File: config.mk
export PLATFORM = sky130hd
export DESIGN_NAME = mipsCore
export DESIGN_NICKNAME = d
export VERILOG_FILES = /design/src/verilog/mipsPkg.sv /design/src/verilog/alu.sv /design/src/verilog/aluDecoder.sv /design/src/verilog/controlUnit.sv /design/src/verilog/datapath.sv /design/src/verilog/mipsCore.sv /design/src/verilog/registerFile.sv
export SDC_FILE = /design/constraint.sdc
export NUM_CORES = 2
export LEC_CHECK = 0
export CAP_MARGIN = 20
export CORE_MARGIN = 4
export CORE_UTILIZATION = 30
export CTS_CLUSTER_SIZE = 28
export DETAILED_ROUTE_END_ITERATION = 8
export DONT_BUFFER_PORTS = 1
export PLACE_DENSITY_LB_ADDON = 0.1
export SLEW_MARGIN = 40
export SYNTH_ARGS = -nofsm -noshare
export SYNTH_HDL_FRONTEND = slang
export SYNTH_HIERARCHICAL = 1
export SYNTH_SLANG_ARGS = --single-unit
export TNS_END_PERCENT = 20
File: constraint.sdc
create_clock -name cclk -period 7.6 [get_ports cclk]
set_input_delay 1.14 -clock cclk [delete_from_list [all_inputs] [get_ports cclk]]
set_output_delay 1.14 -clock cclk [all_outputs]
set_load 0.1 [all_outputs]
File: src/verilog/mipsPkg.sv
`default_nettype none

package mipsPkg;

	localparam int dataWidth = 32;
	localparam int regAddrWidth = 5;

	// Multicycle controller states
	typedef enum logic [3:0] {
		stFetch,
		stDecode,
		stMemAdr,
		stMemRead,
		stMemWriteback,
		stMemWrite,
		stExecute,
		stAluWriteback,
		stBranch,
		stItypeExecute,
		stItypeWriteback,
		stJump,
		stJr,
		stJal
	} ctrlState;

	// Primary opcodes, instr[31:26]
	typedef enum logic [5:0] {
		opRtype = 6'h00,
		opJ = 6'h02,
		opJal = 6'h03,
		opBeq = 6'h04,
		opBne = 6'h05,
		opAddi = 6'h08,
		opSlti = 6'h0a,
		opAndi = 6'h0c,
		opOri = 6'h0d,
		opXori = 6'h0e,
		opLui = 6'h0f,
		opLw = 6'h23,
		opSw = 6'h2b
	} opcodeT;

	// R-type function field, instr[5:0]
	typedef enum logic [5:0] {
		fnSll = 6'h00,
		fnSrl = 6'h02,
		fnSra = 6'h03,
		fnJr = 6'h08,
		fnAdd = 6'h20,
		fnSub = 6'h22,
		fnAnd = 6'h24,
		fnOr = 6'h25,
		fnXor = 6'h26,
		fnNor = 6'h27,
		fnSlt = 6'h2a
	} functT;

	// Operation class from controller to ALU decoder
	typedef enum logic [1:0] {
		aluAdd = 2'd0,
		aluSub = 2'd1,
		aluFunct = 2'd2,
		aluImm = 2'd3
	} aluOpT;

	typedef enum logic [3:0] {
		acAdd,
		acSub,
		acAnd,
		acOr,
		acXor,
		acNor,
		acSlt,
		acSll,
		acSrl,
		acSra,
		acLui
	} aluCtrlT;

endpackage

`default_nettype wire

File: src/verilog/alu.sv
`timescale 1ns/1ps
`default_nettype none

module alu (
	input logic [mipsPkg::dataWidth-1:0] a,
	input logic [mipsPkg::dataWidth-1:0] b,
	input logic [4:0] shamt,
	input mipsPkg::aluCtrlT aluControl,
	output logic [mipsPkg::dataWidth-1:0] result,
	output logic zero
);

	import mipsPkg::*;

	logic lessThan;

	assign lessThan = $signed(a) < $signed(b);

	always_comb begin
		case (aluControl)
			acAdd: result = a + b;
			acSub: result = a - b;
			acAnd: result = a & b;
			acOr: result = a | b;
			acXor: result = a ^ b;
			acNor: result = ~(a | b);
			acSlt: result = {{(dataWidth - 1){1'b0}}, lessThan};
			// Shifts act on the rt operand
			acSll: result = b << shamt;
			acSrl: result = b >> shamt;
			acSra: result = $signed(b) >>> shamt;
			acLui: result = {b[15:0], 16'h0000};
			default: result = '0;
		endcase
	end

	// Drives the beq/bne decision
	assign zero = (result == '0);

endmodule

`default_nettype wire

File: src/verilog/aluDecoder.sv
`timescale 1ns/1ps
`default_nettype none

module aluDecoder (
	input mipsPkg::aluOpT aluOp,
	input logic [5:0] code,
	output mipsPkg::aluCtrlT aluControl
);

	import mipsPkg::*;

	always_comb begin
		case (aluOp)
			aluAdd: aluControl = acAdd;
			aluSub: aluControl = acSub;
			aluFunct: begin
				case (code)
					fnAdd: aluControl = acAdd;
					fnSub: aluControl = acSub;
					fnAnd: aluControl = acAnd;
					fnOr: aluControl = acOr;
					fnXor: aluControl = acXor;
					fnNor: aluControl = acNor;
					fnSlt: aluControl = acSlt;
					fnSll: aluControl = acSll;
					fnSrl: aluControl = acSrl;
					fnSra: aluControl = acSra;
					// jr and unknown codes
					default: aluControl = acAdd;
				endcase
			end
			default: begin
				case (code)
					opSlti: aluControl = acSlt;
					opAndi: aluControl = acAnd;
					opOri: aluControl = acOr;
					opXori: aluControl = acXor;
					opLui: aluControl = acLui;
					default: aluControl = acAdd;
				endcase
			end
		endcase
	end

endmodule

`default_nettype wire

File: src/verilog/controlUnit.sv
`timescale 1ns/1ps
`default_nettype none

module controlUnit (
	input logic cclk,
	input logic rstb,
	input logic [mipsPkg::dataWidth-1:0] instr,
	output logic memtoReg,
	output logic iorD,
	output logic [1:0] regDst,
	output logic [1:0] pcSrc,
	output logic [1:0] aluSrcA,
	output logic [1:0] aluSrcB,
	// Bit 0 for beq, bit 1 for bne
	output logic [1:0] branch,
	output logic irWrite,
	output logic memWrite,
	output logic pcWrite,
	output logic regWrite,
	output logic extOp,
	output mipsPkg::aluCtrlT aluControl
);

	import mipsPkg::*;

	ctrlState state;
	ctrlState nextState;
	opcodeT opcode;
	functT funct;
	aluOpT aluOp;
	logic [5:0] decCode;
	logic isShift;

	assign opcode = opcodeT'(instr[31:26]);
	assign funct = functT'(instr[5:0]);
	assign isShift = (funct == fnSll) || (funct == fnSrl) || (funct == fnSra);

	// I-type states decode on the opcode, everything else on funct
	assign decCode = (state == stItypeExecute || state == stItypeWriteback) ?
		instr[31:26] : instr[5:0];

	aluDecoder aluDec0 (
		.aluOp(aluOp),
		.code(decCode),
		.aluControl(aluControl)
	);

	always_ff @(posedge cclk) begin
		if (!rstb) begin
			state <= stFetch;
		end else begin
			state <= nextState;
		end
	end

	always_comb begin
		nextState = stFetch;
		case (state)
			stFetch: nextState = stDecode;
			stDecode: begin
				case (opcode)
					opLw, opSw: nextState = stMemAdr;
					opRtype: nextState = stExecute;
					opBeq, opBne: nextState = stBranch;
					opAddi, opSlti, opAndi, opOri, opXori, opLui: nextState = stItypeExecute;
					opJ: nextState = stJump;
					opJal: nextState = stJal;
					default: nextState = stFetch;
				endcase
			end
			stMemAdr: nextState = (opcode == opLw) ? stMemRead : stMemWrite;
			stMemRead: nextState = stMemWriteback;
			stExecute: nextState = (funct == fnJr) ? stJr : stAluWriteback;
			stItypeExecute: nextState = stItypeWriteback;
			default: nextState = stFetch;
		endcase
	end

	always_comb begin
		// Enables low and sign extension unless a state says otherwise
		memtoReg = 1'b0;
		iorD = 1'b0;
		regDst = 2'd0;
		pcSrc = 2'd0;
		aluSrcA = 2'd0;
		aluSrcB = 2'd0;
		branch = 2'b00;
		irWrite = 1'b0;
		memWrite = 1'b0;
		pcWrite = 1'b0;
		regWrite = 1'b0;
		extOp = 1'b1;
		aluOp = aluAdd;
		case (state)
			stFetch: begin
				// PC + 4 straight back into the PC
				aluSrcB = 2'd1;
				irWrite = 1'b1;
				pcWrite = 1'b1;
			end
			stDecode: begin
				// Branch target into aluOut
				aluSrcB = 2'd3;
			end
			stMemAdr: begin
				aluSrcA = 2'd1;
				aluSrcB = 2'd2;
			end
			stMemRead: iorD = 1'b1;
			stMemWriteback: begin
				memtoReg = 1'b1;
				regWrite = 1'b1;
			end
			stMemWrite: begin
				iorD = 1'b1;
				memWrite = 1'b1;
			end
			stExecute: begin
				aluSrcA = isShift ? 2'd2 : 2'd1;
				aluOp = aluFunct;
			end
			stAluWriteback: begin
				regDst = 2'd1;
				regWrite = 1'b1;
			end
			stBranch: begin
				pcSrc = 2'd1;
				aluSrcA = 2'd1;
				aluOp = aluSub;
				branch = {opcode == opBne, opcode == opBeq};
			end
			stItypeExecute: begin
				aluSrcA = 2'd1;
				aluSrcB = 2'd2;
				aluOp = aluImm;
				// Logical immediates are zero extended
				extOp = !(opcode == opAndi || opcode == opOri || opcode == opXori);
			end
			stItypeWriteback: regWrite = 1'b1;
			stJump: begin
				pcSrc = 2'd2;
				pcWrite = 1'b1;
			end
			stJr: begin
				pcSrc = 2'd3;
				pcWrite = 1'b1;
			end
			stJal: begin
				pcSrc = 2'd2;
				pcWrite = 1'b1;
				regDst = 2'd2;
				regWrite = 1'b1;
			end
			default: ;
		endcase
	end

endmodule

`default_nettype wire

File: src/verilog/datapath.sv
`timescale 1ns/1ps
`default_nettype none

module datapath #(
	parameter logic [mipsPkg::dataWidth-1:0] resetVector = '0
) (
	input logic cclk,
	input logic rstb,
	input logic [mipsPkg::dataWidth-1:0] memRdata,
	input logic memtoReg,
	input logic iorD,
	input logic [1:0] regDst,
	input logic [1:0] pcSrc,
	input logic [1:0] aluSrcA,
	input logic [1:0] aluSrcB,
	input logic [1:0] branch,
	input logic irWrite,
	input logic pcWrite,
	input logic regWrite,
	input logic extOp,
	input mipsPkg::aluCtrlT aluControl,
	output logic [mipsPkg::dataWidth-1:0] instr,
	output logic [mipsPkg::dataWidth-1:0] memAddr,
	output logic [mipsPkg::dataWidth-1:0] memWdata
);

	import mipsPkg::*;

	logic [dataWidth-1:0] pc, pcNext, mdr, regA, regB, aluOut;
	logic [dataWidth-1:0] readData1, readData2, writeData;
	logic [dataWidth-1:0] extImm, jumpTarget, srcA, srcB, aluResult;
	logic [regAddrWidth-1:0] writeAddr;
	logic zero;
	logic pcEn;

	assign pcEn = pcWrite | (branch[0] & zero) | (branch[1] & ~zero);

	always_ff @(posedge cclk) begin
		if (!rstb) begin
			pc <= resetVector;
			instr <= '0;
		end else begin
			if (pcEn) begin
				pc <= pcNext;
			end
			if (irWrite) begin
				instr <= memRdata;
			end
		end
	end

	// Per-cycle holding registers between states
	always_ff @(posedge cclk) begin
		mdr <= memRdata;
		regA <= readData1;
		regB <= readData2;
		aluOut <= aluResult;
	end

	assign memAddr = iorD ? aluOut : pc;
	assign memWdata = regB;

	assign extImm = {{16{extOp & instr[15]}}, instr[15:0]};
	// PC already holds PC+4 here
	assign jumpTarget = {pc[31:28], instr[25:0], 2'b00};

	// jal stores the return address from the PC
	assign writeAddr = (regDst == 2'd2) ? 5'd31 : (regDst == 2'd1) ? instr[15:11] : instr[20:16];
	assign writeData = (regDst == 2'd2) ? pc : memtoReg ? mdr : aluOut;

	always_comb begin
		case (aluSrcA)
			2'd1: srcA = regA;
			2'd2: srcA = {{(dataWidth - 5){1'b0}}, instr[10:6]};
			default: srcA = pc;
		endcase
		case (aluSrcB)
			2'd0: srcB = regB;
			2'd1: srcB = 32'd4;
			2'd2: srcB = extImm;
			default: srcB = {extImm[dataWidth-3:0], 2'b00};
		endcase
		case (pcSrc)
			2'd1: pcNext = aluOut;
			2'd2: pcNext = jumpTarget;
			2'd3: pcNext = regA;
			default: pcNext = aluResult;
		endcase
	end

	registerFile regFile0 (
		.cclk(cclk),
		.rstb(rstb),
		.regWrite(regWrite),
		.readAddr1(instr[25:21]),
		.readAddr2(instr[20:16]),
		.writeAddr(writeAddr),
		.writeData(writeData),
		.readData1(readData1),
		.readData2(readData2)
	);

	alu alu0 (
		.a(srcA),
		.b(srcB),
		.shamt(instr[10:6]),
		.aluControl(aluControl),
		.result(aluResult),
		.zero(zero)
	);

endmodule

`default_nettype wire

File: src/verilog/mipsCore.sv
`timescale 1ns/1ps
`default_nettype none

module mipsCore #(
	parameter logic [mipsPkg::dataWidth-1:0] resetVector = '0
) (
	input logic cclk,
	input logic rstb,
	input logic [mipsPkg::dataWidth-1:0] memRdata,
	output logic [mipsPkg::dataWidth-1:0] memAddr,
	output logic [mipsPkg::dataWidth-1:0] memWdata,
	output logic memWrite
);

	import mipsPkg::*;

	logic [dataWidth-1:0] instr;
	logic memtoReg, iorD, irWrite, pcWrite, regWrite, extOp;
	logic [1:0] regDst, pcSrc, aluSrcA, aluSrcB, branch;
	aluCtrlT aluControl;

	controlUnit ctrl0 (
		.cclk(cclk),
		.rstb(rstb),
		.instr(instr),
		.memtoReg(memtoReg),
		.iorD(iorD),
		.regDst(regDst),
		.pcSrc(pcSrc),
		.aluSrcA(aluSrcA),
		.aluSrcB(aluSrcB),
		.branch(branch),
		.irWrite(irWrite),
		.memWrite(memWrite),
		.pcWrite(pcWrite),
		.regWrite(regWrite),
		.extOp(extOp),
		.aluControl(aluControl)
	);

	datapath #(
		.resetVector(resetVector)
	) dp0 (
		.cclk(cclk),
		.rstb(rstb),
		.memRdata(memRdata),
		.memtoReg(memtoReg),
		.iorD(iorD),
		.regDst(regDst),
		.pcSrc(pcSrc),
		.aluSrcA(aluSrcA),
		.aluSrcB(aluSrcB),
		.branch(branch),
		.irWrite(irWrite),
		.pcWrite(pcWrite),
		.regWrite(regWrite),
		.extOp(extOp),
		.aluControl(aluControl),
		.instr(instr),
		.memAddr(memAddr),
		.memWdata(memWdata)
	);

endmodule

`default_nettype wire

File: src/verilog/registerFile.sv
`timescale 1ns/1ps
`default_nettype none

module registerFile (
	input logic cclk,
	input logic rstb,
	input logic regWrite,
	input logic [mipsPkg::regAddrWidth-1:0] readAddr1,
	input logic [mipsPkg::regAddrWidth-1:0] readAddr2,
	input logic [mipsPkg::regAddrWidth-1:0] writeAddr,
	input logic [mipsPkg::dataWidth-1:0] writeData,
	output logic [mipsPkg::dataWidth-1:0] readData1,
	output logic [mipsPkg::dataWidth-1:0] readData2
);

	import mipsPkg::*;

	logic [dataWidth-1:0] regs [2**regAddrWidth];

	always_ff @(posedge cclk) begin
		if (!rstb) begin
			for (int i = 0; i < 2**regAddrWidth; i++) begin
				regs[i] <= '0;
			end
		end else if (regWrite && writeAddr != '0) begin
			regs[writeAddr] <= writeData;
		end
	end

	// r0 is hardwired
	assign readData1 = (readAddr1 == '0) ? '0 : regs[readAddr1];
	assign readData2 = (readAddr2 == '0) ? '0 : regs[readAddr2];

endmodule

`default_nettype wire
# Word-level counts from Yosys, hierarchy flattened
# Memories as Yosys holds them, arrays and structs flattened. A register that Yosys moved wholly into a read port is not among the register bits.
# Cells that the tools add are included.
[totals]
register_bits = 132
mem_bits_rw = 1024
mem_bits_ro = 256
input_bits = 34
out_inout_bits = 65
word_cells = 145
mem_count = 2
[mem_list]
columns = ["memory", "words", "word_bits", "read_ports", "rd_ports_with_merged_regs", "write_ports", "line_no", "text"]
rows = [
  ["dp0.regFile0.regs", 32, 32, 2, 2, 32, "registerFile.sv:18", "logic [dataWidth-1:0] regs [2**regAddrWidth];"],
  ["(name not given)", 64, 4, 1, 1, 0, "controlUnit.sv:61", "case (opcode)"],
]
[op_classes]
addsub = 2
n_lt_le_gt_ge = 1
n_eq_ne = 56
n_shift = 3
muxes = 39
n_bitwise = 11
n_reduce_logical = 25
[ops]
columns = ["op", "count"]
rows = [
  ["$pmux W32 S11", 1],
  ["$pmux W32 S3", 2],
  ["$mux W32", 4],
  ["$pmux W32 S2", 1],
  ["$eq A6 B4 Y1 const B", 9],
  ["$eq A6 B6 Y1 const B", 7],
  ["$eq A4 B4 Y1 const B", 9],
  ["$pmux W4 S9", 1],
  ["$add A32 B32 Y32", 1],
  ["$and A32 B32 Y32", 1],
  ["$eq A4 B3 Y1 const B", 8],
  ["$logic_not A32 Y1", 1],
  ["$lt A32 B32 Y1", 1],
  ["$not A32 Y32", 1],
  ["$or A32 B32 Y32", 1],
  ["$reduce_or A32 Y1", 1],
  ["$shl A32 B5 Y32", 1],
  ["$shr A32 B5 Y32", 1],
  ["$sshr A32 B5 Y32", 1],
  ["$sub A32 B32 Y32", 1],
  ["$xor A32 B32 Y32", 1],
  ["$eq A6 B2 Y1 const B", 4],
  ["$pmux W4 S6", 1],
  ["$pmux W4 S5", 1],
  ["29 further kinds", 77],
]

# Logic depth before layout (Yosys ltp)
[depth]
depth_word = 15
ltp_mapped = 31
ltp_nobuf = 25

# Modules after synthesis
# The synthesis kept the hierarchy.
[modules_own_cells]
columns = ["module", "n_inst", "cells_each", "area_per_inst_um2", "seq_area_each_um2"]
rows = [
  ["registerFile", 1, 3509, 54204.5, 30749.5],
  ["alu", 1, 1529, 10805.4, 0.0],
  ["datapath", 1, 693, 7714.9, 3843.7],
  ["controlUnit", 1, 101, 694.4, 80.1],
  ["aluDecoder", 1, 35, 245.2, 0.0],
]

# Least setup slack after synthesis
# Ideal clock, no wire load.
[synth_timing]
path_kind = "reg2reg"
start = "reg ctrl0.state[1]"
end = "reg dp0.pc[10]"
setup_time_ns = 0.117
t_arrival_ns = 6.646
required_time_ns = 7.483
slack_ns = 0.837
stages_incl_launch_ff = 30
n_path_buf = 7
synth_period_minus_slack_ns = 6.763
cell_sequence = "dfxtp_1 clkbuf_1 clkbuf_1 nor2_1 a21o_1 inv_1 ha_1 clkbuf_1 clkbuf_1 nand2_1 o21ai_0 inv_1 ha_1 buf_4 o211ai_1 o21a_1 or4_4 a31oi_4 o221ai_2 nor2b_4 a31oi_1 a21oi_1 or4_1 or4b_1 nor4b_2 mux2_4 o21a_1 buf_6 buf_6 a22o_1"
[synth_via]
elab_cells_between_ends = 83
classes_between = "add/sub (2); order compare (1); eq/ne (41); shift (3); mux (15); bitwise (10); reduce/logical (11)"
[synth_lines]
columns = ["item", "line_no", "text"]
rows = [
  ["from (decl)", "controlUnit.sv:26", "ctrlState state;"],
  ["from (signal assigned)", "controlUnit.sv:50", "state <= stFetch;"],
  ["from (signal assigned)", "controlUnit.sv:52", "state <= nextState;"],
  ["$eq A4 B4 Y1 / $eq A4 B3 Y1 (equally long branches)", "controlUnit.sv:94", "case (state)"],
  ["$pmux W2 S3 *", "controlUnit.sv:94", ""],
  ["net ctrl0.aluOp[0]", "controlUnit.sv:30", "aluOpT aluOp;"],
  ["$eq A2 B2 Y1, or another cell as far along", "aluDecoder.sv:13", "case (aluOp)"],
  ["$pmux W4 S3 *", "aluDecoder.sv:13", ""],
  ["$eq A4 B4 Y1, or another cell as far along", "alu.sv:20", "case (aluControl)"],
  ["$pmux W32 S11 *", "alu.sv:20", ""],
  ["net dp0.aluResult[25]", "datapath.sv:31", "logic [dataWidth-1:0] extImm, jumpTarget, srcA, srcB, aluResult;"],
  ["$logic_not A32 Y1 *", "alu.sv:38", "assign zero = (result == '0);"],
  ["net dp0.zero", "datapath.sv:33", "logic zero;"],
  ["$and A1 B1 Y1 / $not A1 Y1 (equally long branches)", "datapath.sv:36", "assign pcEn = pcWrite | (branch[0] & zero) | (branch[1] & ~zero);"],
  ["$or A1 B1 Y1 / $and A1 B1 Y1 (equally long branches)", "datapath.sv:36", ""],
  ["$or A1 B1 Y1 *", "datapath.sv:36", ""],
  ["to (signal assigned)", "datapath.sv:40", "pc <= resetVector;"],
  ["to (signal assigned)", "datapath.sv:44", "pc <= pcNext;"],
  ["to (decl)", "datapath.sv:29", "logic [dataWidth-1:0] pc, pcNext, mdr, regA, regB, aluOut;"],
]
# The timed path passes the listed nets; every way through them passes the cells marked *.
# A chain may end at the register's enable or synchronous reset.

# Final worst setup path
[layout_timing]
start = "reg ctrl0.state[0]"
end = "reg dp0.pc[2]"
[layout_via]
elab_cells_between_ends = 83
classes_between = "add/sub (2); order compare (1); eq/ne (41); shift (3); mux (15); bitwise (10); reduce/logical (11)"
[layout_lines]
columns = ["item", "line_no", "text"]
rows = [
  ["$eq A4 B2 Y1 / $eq A4 B4 Y1 (equally long branches)", "controlUnit.sv:94", ""],
  ["$reduce_or A2 Y1 (no line)", "n/a", ""],
  ["$pmux W2 S3 *", "controlUnit.sv:94", ""],
  ["net aluSrcB[1]", "mipsCore.sv:19", "logic [1:0] regDst, pcSrc, aluSrcA, aluSrcB, branch;"],
  ["$eq A2 B2 Y1, or another cell as far along", "datapath.sv:77", "case (aluSrcB)"],
  ["$pmux W32 S3 *", "datapath.sv:77", ""],
  ["net dp0.srcB[11]", "datapath.sv:31", ""],
  ["$sub A32 B32 Y32, or another cell as far along", "alu.sv:22", "acSub: result = a - b;"],
  ["$pmux W32 S11 *", "alu.sv:20", ""],
  ["net dp0.aluResult[22]", "datapath.sv:31", ""],
  ["$logic_not A32 Y1 *", "alu.sv:38", ""],
  ["net dp0.zero", "datapath.sv:33", ""],
  ["$and A1 B1 Y1 / $not A1 Y1 (equally long branches)", "datapath.sv:36", ""],
  ["$or A1 B1 Y1 / $and A1 B1 Y1 (equally long branches)", "datapath.sv:36", ""],
  ["$or A1 B1 Y1 *", "datapath.sv:36", ""],
]
# Marked as above.

==> metrics.yaml <==
job:
  maxCapViolations: 0
worst_setup_path:
  rrSetupSlack_ns: 0.22
  cp-start-kind: "flop"
  cp_max_fo: 26
  crit_type: "reg2reg"
  arrival_ns: 8.05
  cp_slowest_stage_delay_ns: 0.56
  rr_worst_depth: 26
  slowest_stage: "or4b_4"
  end_kind: "flop"
  cpMostUsedCell: "buf_4"
  path_depth: 26
  r2r_start: "ctrl0/state[0]"
  rr_endpoint: "dp0/pc[2]"
  cp.required_ns: 8.28
  path_delay_family: "compound AO/OA/AOI/OAI gates"
  critPathBufInv: 6
sta:
  grt_setup_unrepaired: "no"
  finalHoldViolCount: 0
  timing.fmax_mhz: 136
  tightest_slew_ns: 0.942
  period_share_pct: 97.0
  fin_ws_ns: 0.225
  period_minus_slack_ns: 7.38
  slew_viol_final: 0
  timing.clock.skew_ns: 0.0483
  final.setup.tns_ns: 0
  max_slew_margin_pct: 37.2
  report.final.setup_viol: 0
cts:
  cts_sinks: 1220
  cts_htree_levels: 4
  numCtsBuffers: 149
  clock_path_buffers: 3
  clk_latency_ns: 0.83
  root_buffer: "clkbuf_16"
  cts_tree: "built"
  clkTransAtPathRegs_ns: 0.06
cells_and_area:
  fin_nets: 6091
  final_common_cell: "edfxtp_1"
  drive_above_1_share_pct: 26.2
  fillers: 23700
  syn_to_final_growth_pct: 15.5
  layout_common_cells: "edfxtp_1 (1024), and2_1 (1004), mux4_2 (548)"
synth:
  synth_area_um2: 73700
  ys_seq_area_share_pct: 47.1
  yosysWarnings: 6
  ys_ff_latch: 1220
  synth.area.top_cells: "edfxtp_1 (42%), mux4_2 (17%), and2_1 (8.5%)"
  synth-edff-count: 1024
  postSynthCellCount: 5867
  synthArstFlopShare_pct: 0
  yosysTopAreaCellShare_pct: 41.7
  ys_dominant_reg_cell: "edfxtp_1"
  synth_largest_area_cell: "edfxtp_1"
  avgSynthCellArea_um2: 12.6
  ys_types: 111
grt:
  grt_start_max_net_pins: 83
  grt_pass1_vias: 54100
  grt_pass1_wl_um: 483000
  track_usage_pct: 27.5
  grt_antenna_before_repair: 55
  grt_remaining_overflow: 0
routing:
  drc: 0
  dr.pass1.iters: 6
  ant_nets: 0
  vias: 55300
  routed_via_density: 5.95
  wl_per_cell_um: 38.1
  drt_first_iter_violations: 7384
  wl_um: 355000
power:
  finalPower_mw: 33.0
  power_density_nw_per_um2: 388
  ir_drop_uv: 254
  p_leak_nw: 29.8
worst_hold_path:
  holdPathEnd: "dp0/mdr[10]"
  hp-start: "memRdata[10]"
  min_path_type: "in2reg"
  worstHoldPathCells: 0
placement:
  place_congestion: 0.960
  place_ws_ns: -0.286
  dp_hpwl_um: 241000
  port_buffers: 0
die:
  num_rows: 181
  die_x_um: 504
  start_util_pct: 30.2
  die-height_um: 504
  core-area_um2: 244000
  die_area_um2: 254000
  pin_count: 99
run_status:
  status: "complete, no violations"
## per-stage QoR
step / hold WS [ns] / utilization, % / instance area [µm²] / std cells
floorplan: 0.481 / - / 73800 / 5898
global placement: 0.514 / 32.7 / 79600 / 8968
detailed placement: 0.522 / 32.8 / 80000 / 8982
CTS: 0.284 / 34.8 / 84800 / 9249
global route: 0.313 / 34.9 / 85100 / 9278
finish: 0.350 / 34.9 / 85100 / 9297
## area by class of cell
class	instances	area [µm²]	area share, %
inverters	115	432	0.507
multi-input cells	3955	36900	43.4
flip-flops and latches	1220	34700	40.8
well taps	3202	4010	4.71
diodes	32	80.1	0.0941
clock inverters	69	678	0.797
repair buffers	506	4260	5.00
clock buffers	198	4030	4.73
## flip-flops by register name (all words and copies together), names as in the netlist
name               flops
dp0/mdr               32
dp0/instr             32
dp0/pc                32
dp0/regA              32
ctrl0/state            4
dp0/aluOut            32
dp0/memWdata          32
dp0/regFile0/regs   1024
## worst reg2reg max path: stages (launching register included)
cell and delay (ns):
dfxtp_1 0.30, nand2b_1 0.14, nor2_1 0.38, nor2_1 0.10
nor2_1 0.25, buf_4 0.31, a22o_1 0.55, inv_1 0.19
ha_1 0.43, buf_4 0.21, nor4_1 0.29, o21ai_0 0.20
o311ai_1 0.22, o21ai_1 0.24, buf_4 0.21, o211ai_1 0.37
o21ai_0 0.16, a211o_1 0.34, nor3_1 0.24, nand4_1 0.18
or4b_4 0.56, nor4b_4 0.27, buf_4 0.17, mux2_4 0.33
o21a_1 0.21, buf_12 0.18, a22o_2 0.23
## synth_stat cells (12+ instances only)
cell and n:
or3_1 14, and2_1 1006, nor2_1 171, o221ai_1 40, o22ai_1 99, a2111oi_1 12
nand2_1 260, o2111ai_1 17, a21o_1 29, nand4b_1 14, nor2b_1 77, o31ai_1 19
o21ai_0 182, a22o_1 88, edfxtp_1 1024, a21oi_1 125, buf_1 26, and3_1 18
a221oi_1 28, buf_4 49, mux2i_1 290, mux2_2 112, a2111oi_0 23, a22oi_1 59
nand3_1 46, nand4_1 24, dfxtp_1 196, clkbuf_1 404, buf_6 33, mux4_2 548
nor4_1 28, o211ai_1 26, a211o_1 19, inv_1 114, ha_1 108, nand2b_1 27
a211oi_1 59, a31oi_1 24, xnor2_1 15, nor3_1 99, buf_2 94
## what timing repair did
item                                   4_1_cts  5_1_grt
pin swaps                                    1        5
buffers inserted                             0       12
hold buffers                                 0        0
endpoints found under the hold margin        0        0
resized for setup                            8       24
setup endpoints to repair                   32       32
gates cloned                                 0        1
## worst max path at each step
stage | from | end | slack [ns]
finish | ctrl0/state[0] | dp0/pc[2] | 0.22
global route | ctrl0/state[0] | dp0/pc[4] | 0.01
CTS | dp0/instr[2] | dp0/pc[2] | 0.03
detailed placement | dp0/instr[2] | dp0/pc[2] | -0.29
global placement | dp0/instr[2] | dp0/pc[27] | -0.36
floorplan | ctrl0/state[1] | dp0/pc[10] | 0.84
## layer usage
layer	wire, µm	GRT usage (%)	part of all wire, %	vias up
met5	78	0	0.022	-
met4	11400	8.25	3.2	12
met3	27000	4.69	7.6	453
met2	159000	42.5	45	2754
met1	157000	39.3	44	29500
li1	-	-	-	22700
## power breakdown
| group | total [mW] | switching (mW) | internal (mW) |
|---|---|---|---|
| combinational | 17.3 | 11.4 | 5.96 |
| clock | 7.09 | 3.08 | 4.01 |
| sequential | 8.63 | 0.804 | 7.83 |
## kinds of logic after synthesis
kind of cell,count (synthesis),synth area share (%)
AOI/OAI and AO/OA,985,9.54
xor gates and xnor gates,16,0.190
adders and majority gates,110,1.89
buffers and inverters,723,4.43
DFF,1220,47.1
muxes,956,22.5
other,1,0.00509
and+or+nand+nor,1856,14.3
(Power assumes the default switching activity.)
